### src/ip_pkg.sv
`default_nettype none

package ip_pkg;

	typedef logic [7:0]  byte_t;
	typedef logic [31:0] ipv4_addr_t;
	typedef logic [15:0] udp_port_t;
	typedef logic [15:0] len_t;
	typedef logic [7:0]  ip_proto_t;

	// accepted incoming packet, len is the IP payload length
	typedef struct packed {
		ipv4_addr_t src;
		ipv4_addr_t dst;
		ip_proto_t  proto;
		len_t       len;
	} rx_meta_t;

	typedef struct packed {
		ipv4_addr_t dst;
		ip_proto_t  proto;
		len_t       len;  // payload only, no IP header
	} tx_meta_t;

	typedef struct packed {
		byte_t data;
		logic  last;
	} stream_t;

	localparam ipv4_addr_t LOCAL_IP    = 32'hc0a8_0164; // 192.168.1.100
	localparam ipv4_addr_t REMOTE_IP   = 32'hc0a8_010a; // 192.168.1.10
	localparam udp_port_t  LOCAL_PORT  = 16'd5000;
	localparam udp_port_t  REMOTE_PORT = 16'd6000;

	localparam ip_proto_t PROTO_ICMP = 8'd1;
	localparam ip_proto_t PROTO_UDP  = 8'd17;

	localparam len_t  MAX_PAYLOAD = 16'd64;
	localparam int    BUF_AW      = $clog2(MAX_PAYLOAD); // buffer address bits
	localparam len_t  IP_HDR_LEN  = 16'd20;
	localparam byte_t TTL_DEFAULT = 8'd64;

	// ones' complement sum over the ten header words, checksum word given as zero
	function automatic logic [15:0] hdr_csum(input logic [9:0][15:0] words);
		logic [19:0] sum;
		sum = '0;
		for (int i = 0; i < 10; i++) begin
			sum = sum + {4'h0, words[i]};
		end
		sum = {4'h0, sum[15:0]} + {16'h0, sum[19:16]}; // fold carries back in
		sum = {4'h0, sum[15:0]} + {16'h0, sum[19:16]};
		return ~sum[15:0];
	endfunction

endpackage

`default_nettype wire

### src/ipv4_rx_parse.sv
`timescale 1ns/1ps
`default_nettype none

module ipv4_rx_parse (
	input  wire logic             clk,
	input  wire logic             rst,
	input  wire ip_pkg::stream_t  rx,
	input  wire logic             rx_valid,
	output ip_pkg::rx_meta_t      rx_meta,
	output logic                  icmp_start,
	output logic                  udp_start,
	output ip_pkg::stream_t       pay,
	output logic                  pay_valid
);

	typedef enum logic [1:0] {S_HDR, S_PAY, S_DROP} state_t;

	state_t            state;
	logic [4:0]        hcnt;
	logic [159:0]      hdr_sr;
	logic [159:0]      hdr_next;
	ip_pkg::len_t      tot_len;
	ip_pkg::ip_proto_t proto;
	ip_pkg::len_t      pay_left;
	logic              hdr_ok;

	// header byte 0 ends up in the top byte after 20 shifts
	assign hdr_next = {hdr_sr[151:0], rx.data};
	assign tot_len  = hdr_next[143:128];
	assign proto    = hdr_next[87:80];

	assign hdr_ok = (hdr_next[159:156] == 4'd4)
		&& (hdr_next[155:152] == 4'd5)
		&& (ip_pkg::hdr_csum({hdr_next[159:80], 16'h0000, hdr_next[63:0]}) == hdr_next[79:64])
		&& (hdr_next[31:0] == ip_pkg::LOCAL_IP)
		&& (tot_len > ip_pkg::IP_HDR_LEN); // zero payload is useless to both blocks

	always_ff @(posedge clk) begin
		if (rst) begin
			state      <= S_HDR;
			hcnt       <= '0;
			icmp_start <= 1'b0;
			udp_start  <= 1'b0;
			pay_valid  <= 1'b0;
		end else begin
			icmp_start <= 1'b0;
			udp_start  <= 1'b0;
			pay_valid  <= 1'b0;
			if (rx_valid) begin
				case (state)
					S_HDR: begin
						hcnt <= hcnt + 5'd1;
						if (rx.last) begin
							hcnt <= '0; // runt frame
						end else if (hcnt == 5'd19) begin
							hcnt <= '0;
							if (hdr_ok && proto == ip_pkg::PROTO_ICMP) begin
								icmp_start <= 1'b1;
								state      <= S_PAY;
							end else if (hdr_ok && proto == ip_pkg::PROTO_UDP) begin
								udp_start <= 1'b1;
								state     <= S_PAY;
							end else begin
								state <= S_DROP;
							end
						end
					end
					S_PAY: begin
						pay_valid <= 1'b1;
						if (rx.last) state <= S_HDR;
						else if (pay_left == 16'd1) state <= S_DROP; // trailing padding
					end
					S_DROP: if (rx.last) state <= S_HDR;
					default: state <= S_HDR;
				endcase
			end
		end
	end

	always_ff @(posedge clk) begin
		if (rx_valid && state == S_HDR) hdr_sr <= hdr_next;
		if (rx_valid && state == S_HDR && hcnt == 5'd19) begin
			rx_meta <= '{src: hdr_next[63:32], dst: hdr_next[31:0], proto: proto,
				len: tot_len - ip_pkg::IP_HDR_LEN};
			pay_left <= tot_len - ip_pkg::IP_HDR_LEN;
		end
		if (rx_valid && state == S_PAY) begin
			pay_left <= pay_left - 16'd1;
			pay.data <= rx.data;
			pay.last <= rx.last || (pay_left == 16'd1); // end at total length
		end
	end

	a_one_start: assert property (@(posedge clk) disable iff (rst)
		!(icmp_start && udp_start));

endmodule

`default_nettype wire

### src/icmp_echo.sv
`timescale 1ns/1ps
`default_nettype none

module icmp_echo (
	input  wire logic             clk,
	input  wire logic             rst,
	input  wire ip_pkg::rx_meta_t rx_meta,
	input  wire logic             icmp_start,
	input  wire ip_pkg::stream_t  pay,
	input  wire logic             pay_valid,
	input  wire logic             grant,
	input  wire logic             ready,
	output logic                  req,
	output ip_pkg::tx_meta_t      req_meta,
	output ip_pkg::stream_t       out,
	output logic                  out_valid
);

	typedef enum logic [1:0] {I_IDLE, I_CAP, I_SEND} state_t;

	state_t             state;
	ip_pkg::byte_t      mem [ip_pkg::MAX_PAYLOAD];
	ip_pkg::ipv4_addr_t peer;
	ip_pkg::len_t       msg_len;
	ip_pkg::len_t       cnt;
	logic               is_echo;
	logic [23:0]        acc;      // unfolded word sum from byte 4 on
	logic [16:0]        fold1;
	logic [15:0]        fold2;
	logic [15:0]        reply_csum;
	logic               start_ok;

	// reply needs id and seq, and must fit the buffer
	assign start_ok = icmp_start && state == I_IDLE
		&& rx_meta.len >= 16'd8 && rx_meta.len <= ip_pkg::MAX_PAYLOAD;

	// type and code of the reply are zero so only bytes 4.. contribute
	assign fold1      = {1'b0, acc[15:0]} + {9'h0, acc[23:16]};
	assign fold2      = fold1[15:0] + {15'h0, fold1[16]};
	assign reply_csum = ~fold2;

	assign req       = (state == I_SEND);
	assign req_meta  = '{dst: peer, proto: ip_pkg::PROTO_ICMP, len: msg_len};
	assign out_valid = req && grant;

	always_comb begin
		case (cnt)
			16'd0, 16'd1: out.data = 8'h00; // echo reply, code 0
			16'd2:        out.data = reply_csum[15:8];
			16'd3:        out.data = reply_csum[7:0];
			default:      out.data = mem[cnt[ip_pkg::BUF_AW-1:0]];
		endcase
		out.last = (cnt == msg_len - 16'd1);
	end

	always_ff @(posedge clk) begin
		if (rst) begin
			state <= I_IDLE;
			cnt   <= '0;
		end else begin
			case (state)
				I_IDLE: if (start_ok) begin
					cnt   <= '0;
					state <= I_CAP;
				end
				I_CAP: if (pay_valid) begin
					cnt <= cnt + 16'd1;
					if (pay.last) begin
						cnt <= '0;
						// short frames or other types are dropped here
						if (is_echo && cnt + 16'd1 == msg_len) state <= I_SEND;
						else state <= I_IDLE;
					end
				end
				I_SEND: if (out_valid && ready) begin
					cnt <= cnt + 16'd1;
					if (out.last) begin
						cnt   <= '0;
						state <= I_IDLE;
					end
				end
				default: state <= I_IDLE;
			endcase
		end
	end

	always_ff @(posedge clk) begin
		if (start_ok) begin
			peer    <= rx_meta.src;
			msg_len <= rx_meta.len;
			acc     <= '0;
			is_echo <= 1'b0;
		end
		if (state == I_CAP && pay_valid) begin
			mem[cnt[ip_pkg::BUF_AW-1:0]] <= pay.data;
			if (cnt == 16'd0) is_echo <= (pay.data == 8'd8);
			if (cnt == 16'd1 && pay.data != 8'd0) is_echo <= 1'b0;
			if (cnt >= 16'd4) begin
				acc <= acc + (cnt[0] ? {16'h0, pay.data} : {8'h0, pay.data, 8'h0});
			end
		end
	end

endmodule

`default_nettype wire

### src/udp_endpoint.sv
`timescale 1ns/1ps
`default_nettype none

module udp_endpoint (
	input  wire logic             clk,
	input  wire logic             rst,
	input  wire ip_pkg::rx_meta_t rx_meta,
	input  wire logic             udp_start,
	input  wire ip_pkg::stream_t  pay,
	input  wire logic             pay_valid,
	input  wire ip_pkg::stream_t  user_tx,
	input  wire logic             user_tx_valid,
	input  wire logic             grant,
	input  wire logic             ready,
	output ip_pkg::stream_t       udp_rx,
	output logic                  udp_rx_valid,
	output logic                  user_tx_ready,
	output logic                  req,
	output ip_pkg::tx_meta_t      req_meta,
	output ip_pkg::stream_t       out,
	output logic                  out_valid
);

	typedef enum logic [1:0] {R_IDLE, R_HDR, R_DATA, R_SKIP} rx_state_t;
	typedef enum logic {T_FILL, T_SEND} tx_state_t;

	rx_state_t         rx_state;
	logic [2:0]        hcnt;
	ip_pkg::udp_port_t dport;

	tx_state_t         tx_state;
	ip_pkg::byte_t     mem [ip_pkg::MAX_PAYLOAD];
	ip_pkg::len_t      cnt;      // write index while filling, read index while sending
	ip_pkg::len_t      plen;
	ip_pkg::len_t      udp_len;
	ip_pkg::len_t      pidx;

	always_ff @(posedge clk) begin
		if (rst) begin
			rx_state     <= R_IDLE;
			hcnt         <= '0;
			udp_rx_valid <= 1'b0;
		end else begin
			udp_rx_valid <= 1'b0;
			if (udp_start) begin
				hcnt     <= '0;
				rx_state <= (rx_meta.len > 16'd8) ? R_HDR : R_IDLE; // header only, nothing to deliver
			end else if (pay_valid) begin
				case (rx_state)
					R_HDR: begin
						hcnt <= hcnt + 3'd1;
						if (pay.last) rx_state <= R_IDLE;
						else if (hcnt == 3'd7)
							rx_state <= (dport == ip_pkg::LOCAL_PORT) ? R_DATA : R_SKIP;
					end
					R_DATA: begin
						udp_rx_valid <= 1'b1;
						if (pay.last) rx_state <= R_IDLE;
					end
					R_SKIP: if (pay.last) rx_state <= R_IDLE;
					default: rx_state <= R_IDLE;
				endcase
			end
		end
	end

	always_ff @(posedge clk) begin
		if (pay_valid && rx_state == R_HDR && hcnt == 3'd2) dport[15:8] <= pay.data;
		if (pay_valid && rx_state == R_HDR && hcnt == 3'd3) dport[7:0]  <= pay.data;
		if (pay_valid && rx_state == R_DATA) udp_rx <= pay; // parser last marks datagram end
	end

	assign user_tx_ready = (tx_state == T_FILL);
	assign udp_len       = plen + 16'd8;
	assign pidx          = cnt - 16'd8;

	assign req       = (tx_state == T_SEND);
	assign req_meta  = '{dst: ip_pkg::REMOTE_IP, proto: ip_pkg::PROTO_UDP, len: udp_len};
	assign out_valid = req && grant;

	always_comb begin
		case (cnt)
			16'd0:   out.data = ip_pkg::LOCAL_PORT[15:8];
			16'd1:   out.data = ip_pkg::LOCAL_PORT[7:0];
			16'd2:   out.data = ip_pkg::REMOTE_PORT[15:8];
			16'd3:   out.data = ip_pkg::REMOTE_PORT[7:0];
			16'd4:   out.data = udp_len[15:8];
			16'd5:   out.data = udp_len[7:0];
			16'd6,
			16'd7:   out.data = 8'h00; // no UDP checksum
			default: out.data = mem[pidx[ip_pkg::BUF_AW-1:0]];
		endcase
		out.last = (cnt == plen + 16'd7);
	end

	always_ff @(posedge clk) begin
		if (rst) begin
			tx_state <= T_FILL;
			cnt      <= '0;
		end else begin
			case (tx_state)
				T_FILL: if (user_tx_valid) begin
					cnt <= cnt + 16'd1;
					if (user_tx.last || cnt == ip_pkg::MAX_PAYLOAD - 16'd1) begin
						cnt      <= '0;
						tx_state <= T_SEND;
					end
				end
				T_SEND: if (out_valid && ready) begin
					cnt <= cnt + 16'd1;
					if (out.last) begin
						cnt      <= '0;
						tx_state <= T_FILL;
					end
				end
				default: tx_state <= T_FILL;
			endcase
		end
	end

	always_ff @(posedge clk) begin
		if (tx_state == T_FILL && user_tx_valid) begin
			mem[cnt[ip_pkg::BUF_AW-1:0]] <= user_tx.data;
			if (user_tx.last || cnt == ip_pkg::MAX_PAYLOAD - 16'd1) plen <= cnt + 16'd1;
		end
	end

endmodule

`default_nettype wire

### src/ip_tx_arbiter.sv
`timescale 1ns/1ps
`default_nettype none

module ip_tx_arbiter (
	input  wire logic             clk,
	input  wire logic             rst,
	input  wire logic             icmp_req,
	input  wire ip_pkg::tx_meta_t icmp_meta,
	input  wire ip_pkg::stream_t  icmp_in,
	input  wire logic             icmp_valid,
	input  wire logic             udp_req,
	input  wire ip_pkg::tx_meta_t udp_meta,
	input  wire ip_pkg::stream_t  udp_in,
	input  wire logic             udp_valid,
	input  wire logic             tx_ready,
	output logic                  icmp_grant,
	output logic                  icmp_ready,
	output logic                  udp_grant,
	output logic                  udp_ready,
	output ip_pkg::stream_t       tx,
	output logic                  tx_valid
);

	typedef enum logic [1:0] {A_IDLE, A_HDR, A_PAY} state_t;

	state_t           state;
	logic [4:0]       hcnt;
	logic [15:0]      ident;
	logic             last_udp;  // who went out last, for round-robin
	logic [159:0]     hdr_sr;

	logic             adv;
	logic             pick_udp;
	logic             any_req;
	ip_pkg::tx_meta_t win_meta;
	ip_pkg::len_t     tot_len;
	logic [9:0][15:0] hdr_words;
	logic [15:0]      hdr_sum;
	logic [159:0]     hdr_full;

	ip_pkg::stream_t  sel_in;
	logic             sel_valid;
	logic             pay_adv;
	logic             sel_take;

	// output register can take a byte when empty or being drained
	assign adv = !tx_valid || tx_ready;

	assign any_req  = icmp_req || udp_req;
	assign pick_udp = udp_req && (!icmp_req || !last_udp);
	assign win_meta = pick_udp ? udp_meta : icmp_meta;
	assign tot_len  = ip_pkg::IP_HDR_LEN + win_meta.len;

	// version 4, IHL 5, no flags, checksum slot zero
	assign hdr_words = {16'h4500, tot_len, ident, 16'h0000,
		ip_pkg::TTL_DEFAULT, win_meta.proto, 16'h0000,
		ip_pkg::LOCAL_IP, win_meta.dst};
	assign hdr_sum  = ip_pkg::hdr_csum(hdr_words);
	assign hdr_full = {hdr_words[9:5], hdr_sum, hdr_words[3:0]};

	assign sel_in    = icmp_grant ? icmp_in : udp_in;
	assign sel_valid = icmp_grant ? icmp_valid : udp_valid;
	assign pay_adv   = (state == A_PAY) && adv;
	assign sel_take  = pay_adv && sel_valid;

	assign icmp_ready = icmp_grant && pay_adv;
	assign udp_ready  = udp_grant && pay_adv;

	always_ff @(posedge clk) begin
		if (rst) begin
			state      <= A_IDLE;
			hcnt       <= '0;
			ident      <= '0;
			last_udp   <= 1'b0;
			icmp_grant <= 1'b0;
			udp_grant  <= 1'b0;
			tx_valid   <= 1'b0;
		end else begin
			if (adv) tx_valid <= 1'b0; // drained, refilled below if there is a byte
			case (state)
				A_IDLE: if (any_req) begin
					icmp_grant <= !pick_udp;
					udp_grant  <= pick_udp;
					last_udp   <= pick_udp;
					ident      <= ident + 16'd1; // header already built with the old value
					hcnt       <= '0;
					state      <= A_HDR;
				end
				A_HDR: if (adv) begin
					tx_valid <= 1'b1;
					hcnt     <= hcnt + 5'd1;
					if (hcnt == 5'd19) state <= A_PAY;
				end
				A_PAY: if (sel_take) begin
					tx_valid <= 1'b1;
					if (sel_in.last) begin
						icmp_grant <= 1'b0;
						udp_grant  <= 1'b0;
						state      <= A_IDLE;
					end
				end
				default: state <= A_IDLE;
			endcase
		end
	end

	always_ff @(posedge clk) begin
		if (state == A_IDLE && any_req) begin
			hdr_sr <= hdr_full;
		end else if (state == A_HDR && adv) begin
			hdr_sr <= {hdr_sr[151:0], 8'h00};
		end

		if (state == A_HDR && adv) begin
			tx <= '{data: hdr_sr[159:152], last: 1'b0};
		end else if (sel_take) begin
			tx <= sel_in;
		end
	end

	a_tx_hold: assert property (@(posedge clk) disable iff (rst)
		tx_valid && !tx_ready |=> tx_valid && $stable(tx));

	a_grant_onehot: assert property (@(posedge clk) disable iff (rst)
		$onehot0({icmp_grant, udp_grant}));

endmodule

`default_nettype wire

### src/ip_top.sv
`timescale 1ns/1ps
`default_nettype none

module ip_top (
	input  wire logic            clk,
	input  wire logic            rst,
	input  wire ip_pkg::stream_t rx,
	input  wire logic            rx_valid,
	input  wire ip_pkg::stream_t user_tx,
	input  wire logic            user_tx_valid,
	input  wire logic            tx_ready,
	output ip_pkg::stream_t      tx,
	output logic                 tx_valid,
	output ip_pkg::stream_t      udp_rx,
	output logic                 udp_rx_valid,
	output logic                 user_tx_ready
);

	ip_pkg::rx_meta_t rx_meta;
	logic             icmp_start;
	logic             udp_start;
	ip_pkg::stream_t  pay;
	logic             pay_valid;

	// request ports toward the arbiter
	logic             icmp_req, icmp_valid, icmp_grant, icmp_ready;
	ip_pkg::tx_meta_t icmp_meta;
	ip_pkg::stream_t  icmp_out;
	logic             udp_req, udp_valid, udp_grant, udp_ready;
	ip_pkg::tx_meta_t udp_meta;
	ip_pkg::stream_t  udp_out;

	ipv4_rx_parse u_parse (
		.clk        (clk),
		.rst        (rst),
		.rx         (rx),
		.rx_valid   (rx_valid),
		.rx_meta    (rx_meta),
		.icmp_start (icmp_start),
		.udp_start  (udp_start),
		.pay        (pay),
		.pay_valid  (pay_valid)
	);

	icmp_echo u_icmp (
		.clk        (clk),
		.rst        (rst),
		.rx_meta    (rx_meta),
		.icmp_start (icmp_start),
		.pay        (pay),
		.pay_valid  (pay_valid),
		.grant      (icmp_grant),
		.ready      (icmp_ready),
		.req        (icmp_req),
		.req_meta   (icmp_meta),
		.out        (icmp_out),
		.out_valid  (icmp_valid)
	);

	udp_endpoint u_udp (
		.clk           (clk),
		.rst           (rst),
		.rx_meta       (rx_meta),
		.udp_start     (udp_start),
		.pay           (pay),
		.pay_valid     (pay_valid),
		.user_tx       (user_tx),
		.user_tx_valid (user_tx_valid),
		.grant         (udp_grant),
		.ready         (udp_ready),
		.udp_rx        (udp_rx),
		.udp_rx_valid  (udp_rx_valid),
		.user_tx_ready (user_tx_ready),
		.req           (udp_req),
		.req_meta      (udp_meta),
		.out           (udp_out),
		.out_valid     (udp_valid)
	);

	ip_tx_arbiter u_arb (
		.clk        (clk),
		.rst        (rst),
		.icmp_req   (icmp_req),
		.icmp_meta  (icmp_meta),
		.icmp_in    (icmp_out),
		.icmp_valid (icmp_valid),
		.udp_req    (udp_req),
		.udp_meta   (udp_meta),
		.udp_in     (udp_out),
		.udp_valid  (udp_valid),
		.tx_ready   (tx_ready),
		.icmp_grant (icmp_grant),
		.icmp_ready (icmp_ready),
		.udp_grant  (udp_grant),
		.udp_ready  (udp_ready),
		.tx         (tx),
		.tx_valid   (tx_valid)
	);

endmodule

`default_nettype wire

### config.mk
export PLATFORM = sky130hd
export DESIGN_NAME = ip_top
export DESIGN_NICKNAME = d
export VERILOG_FILES = /design/src/ip_pkg.sv /design/src/ipv4_rx_parse.sv /design/src/icmp_echo.sv /design/src/udp_endpoint.sv /design/src/ip_tx_arbiter.sv /design/src/ip_top.sv
export SDC_FILE = /design/constraint.sdc
export NUM_CORES = 2
export LEC_CHECK = 0
export BUFFER_PORTS_ARGS = -buffer_cell sky130_fd_sc_hd__buf_2
export CELL_PAD_IN_SITES_DETAIL_PLACEMENT = 2
export CELL_PAD_IN_SITES_GLOBAL_PLACEMENT = 2
export CORE_AREA = 2 2 410 412
export CTS_BUF_LIST = sky130_fd_sc_hd__clkbuf_8
export DETAILED_ROUTE_END_ITERATION = 8
export DIE_AREA = 0 0 412 414
export HOLD_SLACK_MARGIN = 0.1
export PLACE_DENSITY = 0.82
export SYNTH_ARGS = -nofsm -noshare
export SYNTH_HDL_FRONTEND = slang
export SYNTH_SLANG_ARGS = --single-unit
### constraint.sdc
create_clock -name clk -period 17.87 [get_ports clk]
set_clock_uncertainty 0.15 [all_clocks]
set_input_delay 1.787 -clock clk [delete_from_list [all_inputs] [get_ports clk]]
set_output_delay 1.787 -clock clk [all_outputs]
set_load 0.05 [all_outputs]
==> metrics.cfg <==
[synthesis]
syn_nets = 5486
synth_cells = 5186
synthMuxAreaShare_pct = 6.66
synth_top_area_share_pct = 59.1
synth.distinct_cells = 104
synth_top_cell_by_area = edfxtp_1
synth.ff_latch_count = 1616
yosys.area_share.xor_xnor_pct = 3.34
synthAdderAreaFrac_pct = 5.98
async_reset_ff_share_pct = 0
synth_top_family_by_area = simple AND/OR/NAND/NOR gates
syn_area_um2 = 72800
synth_edf_count = 1434
synth_ff_type = edfxtp_1
syn_area_per_cell_um2 = 14.0
synthTopCellsByArea = edfxtp_1, mux4_2, dfxtp_1
ys_seq_area_share_pct = 64.1
synth_simple_gate_area_share_pct = 8.80
yosysWarnings = 0
synth-compound-area-share_pct = 8.52

[detailed_routing]
vias = 49000
via_per_inst = 6.32
ant_nets = 0
wirelength_um = 265000
drtIter0Drc = 5213
firstDrtPassIters = 6
wl_per_cell_um = 34.2
wl_met3_um = 17200
routed.top_layer = met5
wl_met1_um = 99600
dr_wl_met2_um = 133000
drcViolationCount = 0

[sta]
rsz0062_at_grt = false
finalMaxSlewViolations = 0
worst-slew-pin-transition_ns = 1.30
fmaxAchievable_mhz = 73.7
final.setup.tns_ns = 0
period_share_pct = 76.0
final_hold_viol_count = 0
min_period_ns = 13.57
setup_viol = 0
relSlewSlack_pct = 12.5

[layout]
layout-drive-gt1-share_pct = 13.5
nets = 5637
area_growth_pct = 10.7
finalNonFillerCells = 7746

[floorplan]
die_h_um = 414
ios = 44
core_area_um2 = 166000
initial_core_util_pct = 43.8
row_count = 150
dieArea_um2 = 171000
die_w_um = 412

[worst_setup_path]
r2r_slack_ns = 4.71
cp_slowest_cell = fa_1
cp.arrival_ns = 14.38
crit_top_cell = fa_1
critPathLaunchType = input port
critPathMaxStageDelay_ns = 0.59
crit_required_ns = 18.68
end_kind = flop
crit_type = in2reg
cp-startpoint = rx[2]
path_max_fanout = 4
rr_startpoint = u_parse.hdr_sr[9]

[clock_tree]
cts_setup_buffers = 0
cts_buffer_depth = 4
cts_htree_levels = 5
clk_pin_slew_ns = 0.07
cts_root_buf = clkbuf_8
cts_made_buffers = 294
clk_latency_ns = 1.09
cts.repair.resized = 0
cts_tree = done
clkSinkCount = 1616
cts_hold_buf = 0

[run]
max-cap-violations = 0

[global_routing]
antenna_found_initial = 12
groute.usage.overall_pct = 31.1
grt_pass1_wl_um = 387000
grt_pass1_vias = 53600
grt_max_degree = 160
overflow = 0

[power_and_ir_drop]
ir_drop_uv = 324
power.density_nw_per_um2 = 169
p_leak_nw = 27.4

[placement]
place_congestion = 0.892
detailed_place_hpwl_um = 168000
dp_cells = 7245
io_buffers = 43

[worst_hold_path]
min_path_type = reg2reg
min_from = u_parse.rx_meta[81]

[status]
status = complete, no violations

-- through the flow --
| step | power [mW] | worst slack, ns | utilization (%) | area (µm²) | hold WS, ns |
|---|---|---|---|---|---|
| after global placement | 9.60 | 4.59 | 45.3 | 75400 | 0.251 |
| final | 13.6 | 4.30 | 48.4 | 80600 | 0.267 |
| after detailed placement | 9.97 | 3.78 | 45.3 | 75400 | 0.258 |
| after CTS | 13.5 | 4.57 | 48.4 | 80600 | 0.267 |
| after floorplan | 8.40 | 0.894 | - | 72800 | 0.250 |
| after global routing | 14.2 | 3.88 | 48.4 | 80600 | 0.279 |
-- worst max-delay path, delay by kind of cell --
family | cells | cell delay (ns)
adder cells (fa/ha/maj) | 10 | 4.22
buffers and inverters | 6 | 0.53
AO/OA/AOI/OAI | 19 | 4.49
XOR/XNOR | 3 | 0.83
AND/OR/NAND/NOR | 10 | 2.55
-- final timing paths --
path	to	depth (start not counted)
worst min-delay path	u_icmp.peer[25]	0
worst max register to register	u_parse.state[0]	47
worst min register to register	u_icmp.peer[25]	0
worst max-delay path	u_parse.state[0]	48
-- cell families after synthesis --
kind of cell,after synthesis
XOR/XNOR,265
buffers and inverters,495
multiplexers,254
AND/OR/NAND/NOR,1320
AO/OA/AOI/OAI,959
adder cells (fa/ha/maj),277
flip-flops,1616
-- metal layers --
| metal | vias up | global-route usage (%) |
|---|---|---|
| li1 | 20000 | - |
| met1 | 25800 | 38.0 |
| met4 | 4 | 16.5 |
| met3 | 844 | 5.38 |
| met5 | - | 0 |
| met2 | 2395 | 52.5 |
-- cells in the final DEF, fill, tap and decap left out, types with 18 or more instances in the layout --
cell type	synthesis	routed
clkinv_2	0	21
mux4_2	180	180
inv_1	246	344
buf_2	1	43
dfxtp_1	182	175
nor4_1	42	42
a31oi_1	29	29
nor3_1	109	109
mux2i_1	32	32
o21ai_0	218	217
o211ai_1	32	32
nand2_1	355	352
and2_1	48	47
a21oi_1	227	227
o221ai_1	18	18
a211oi_1	36	35
fa_1	118	118
o22ai_1	140	140
nand4_1	43	43
xor2_1	106	106
a21o_1	30	30
ha_1	159	159
nand2b_1	30	29
or3_1	30	30
nand3b_1	19	19
o21bai_1	25	25
a22o_1	52	52
buf_4	0	57
clkbuf_8	0	312
nand3_1	111	111
mux2_2	42	42
xnor2_1	149	148
nor2b_1	39	38
and3_1	48	48
clkinv_1	1	55
edfxtp_1	1434	1434
nor2_1	365	364
-- area by class of cell --
cell class | instances | area, µm²
Antenna cell | 3 | 7.51
Sequential cell | 1616 | 46700
Multi-Input combinational cell | 3075 | 24300
Timing Repair Buffer | 102 | 683
Clock buffer | 312 | 4290
Tap cell | 2204 | 2760
Clock inverter | 186 | 862
Fill cell | 15700 | 85700
Inverter | 248 | 931
-- synthesized netlist by cell type, drive strengths merged, types with 38 or more instances --
cell	instances
a211oi	39
a21oi	227
a22o	52
and2	48
and3	48
buf	38
clkbuf	209
dfxtp	182
edfxtp	1434
fa	118
ha	159
inv	247
mux2	42
mux4	180
nand2	355
nand3	112
nand4	43
nor2	365
nor2b	39
nor3	114
nor4	44
o21ai	222
o22ai	141
xnor2	152
xor2	108
-- flip-flops by register name, summed over array words and instances (netlist names), 16 cells and up, named ones only --
signal / count
u_udp.plen: 16
u_parse.rx_meta: 48
u_icmp.peer: 32
u_udp.cnt: 16
u_udp.mem: 512
u_parse.hdr_sr: 152
u_arb.hdr_sr: 160
u_arb.ident: 16
u_parse.pay_left: 16
u_icmp.cnt: 16
u_icmp.mem: 512
u_udp.dport: 16
u_icmp.acc: 24
u_icmp.msg_len: 16
-- power by group --
part           internal, mW  switching, mW
logic                  2.02           3.87
clock network          1.66           1.65
registers              4.26          0.121
total                  7.94           5.64
No activity file was read; power rests on OpenSTA's default activity.
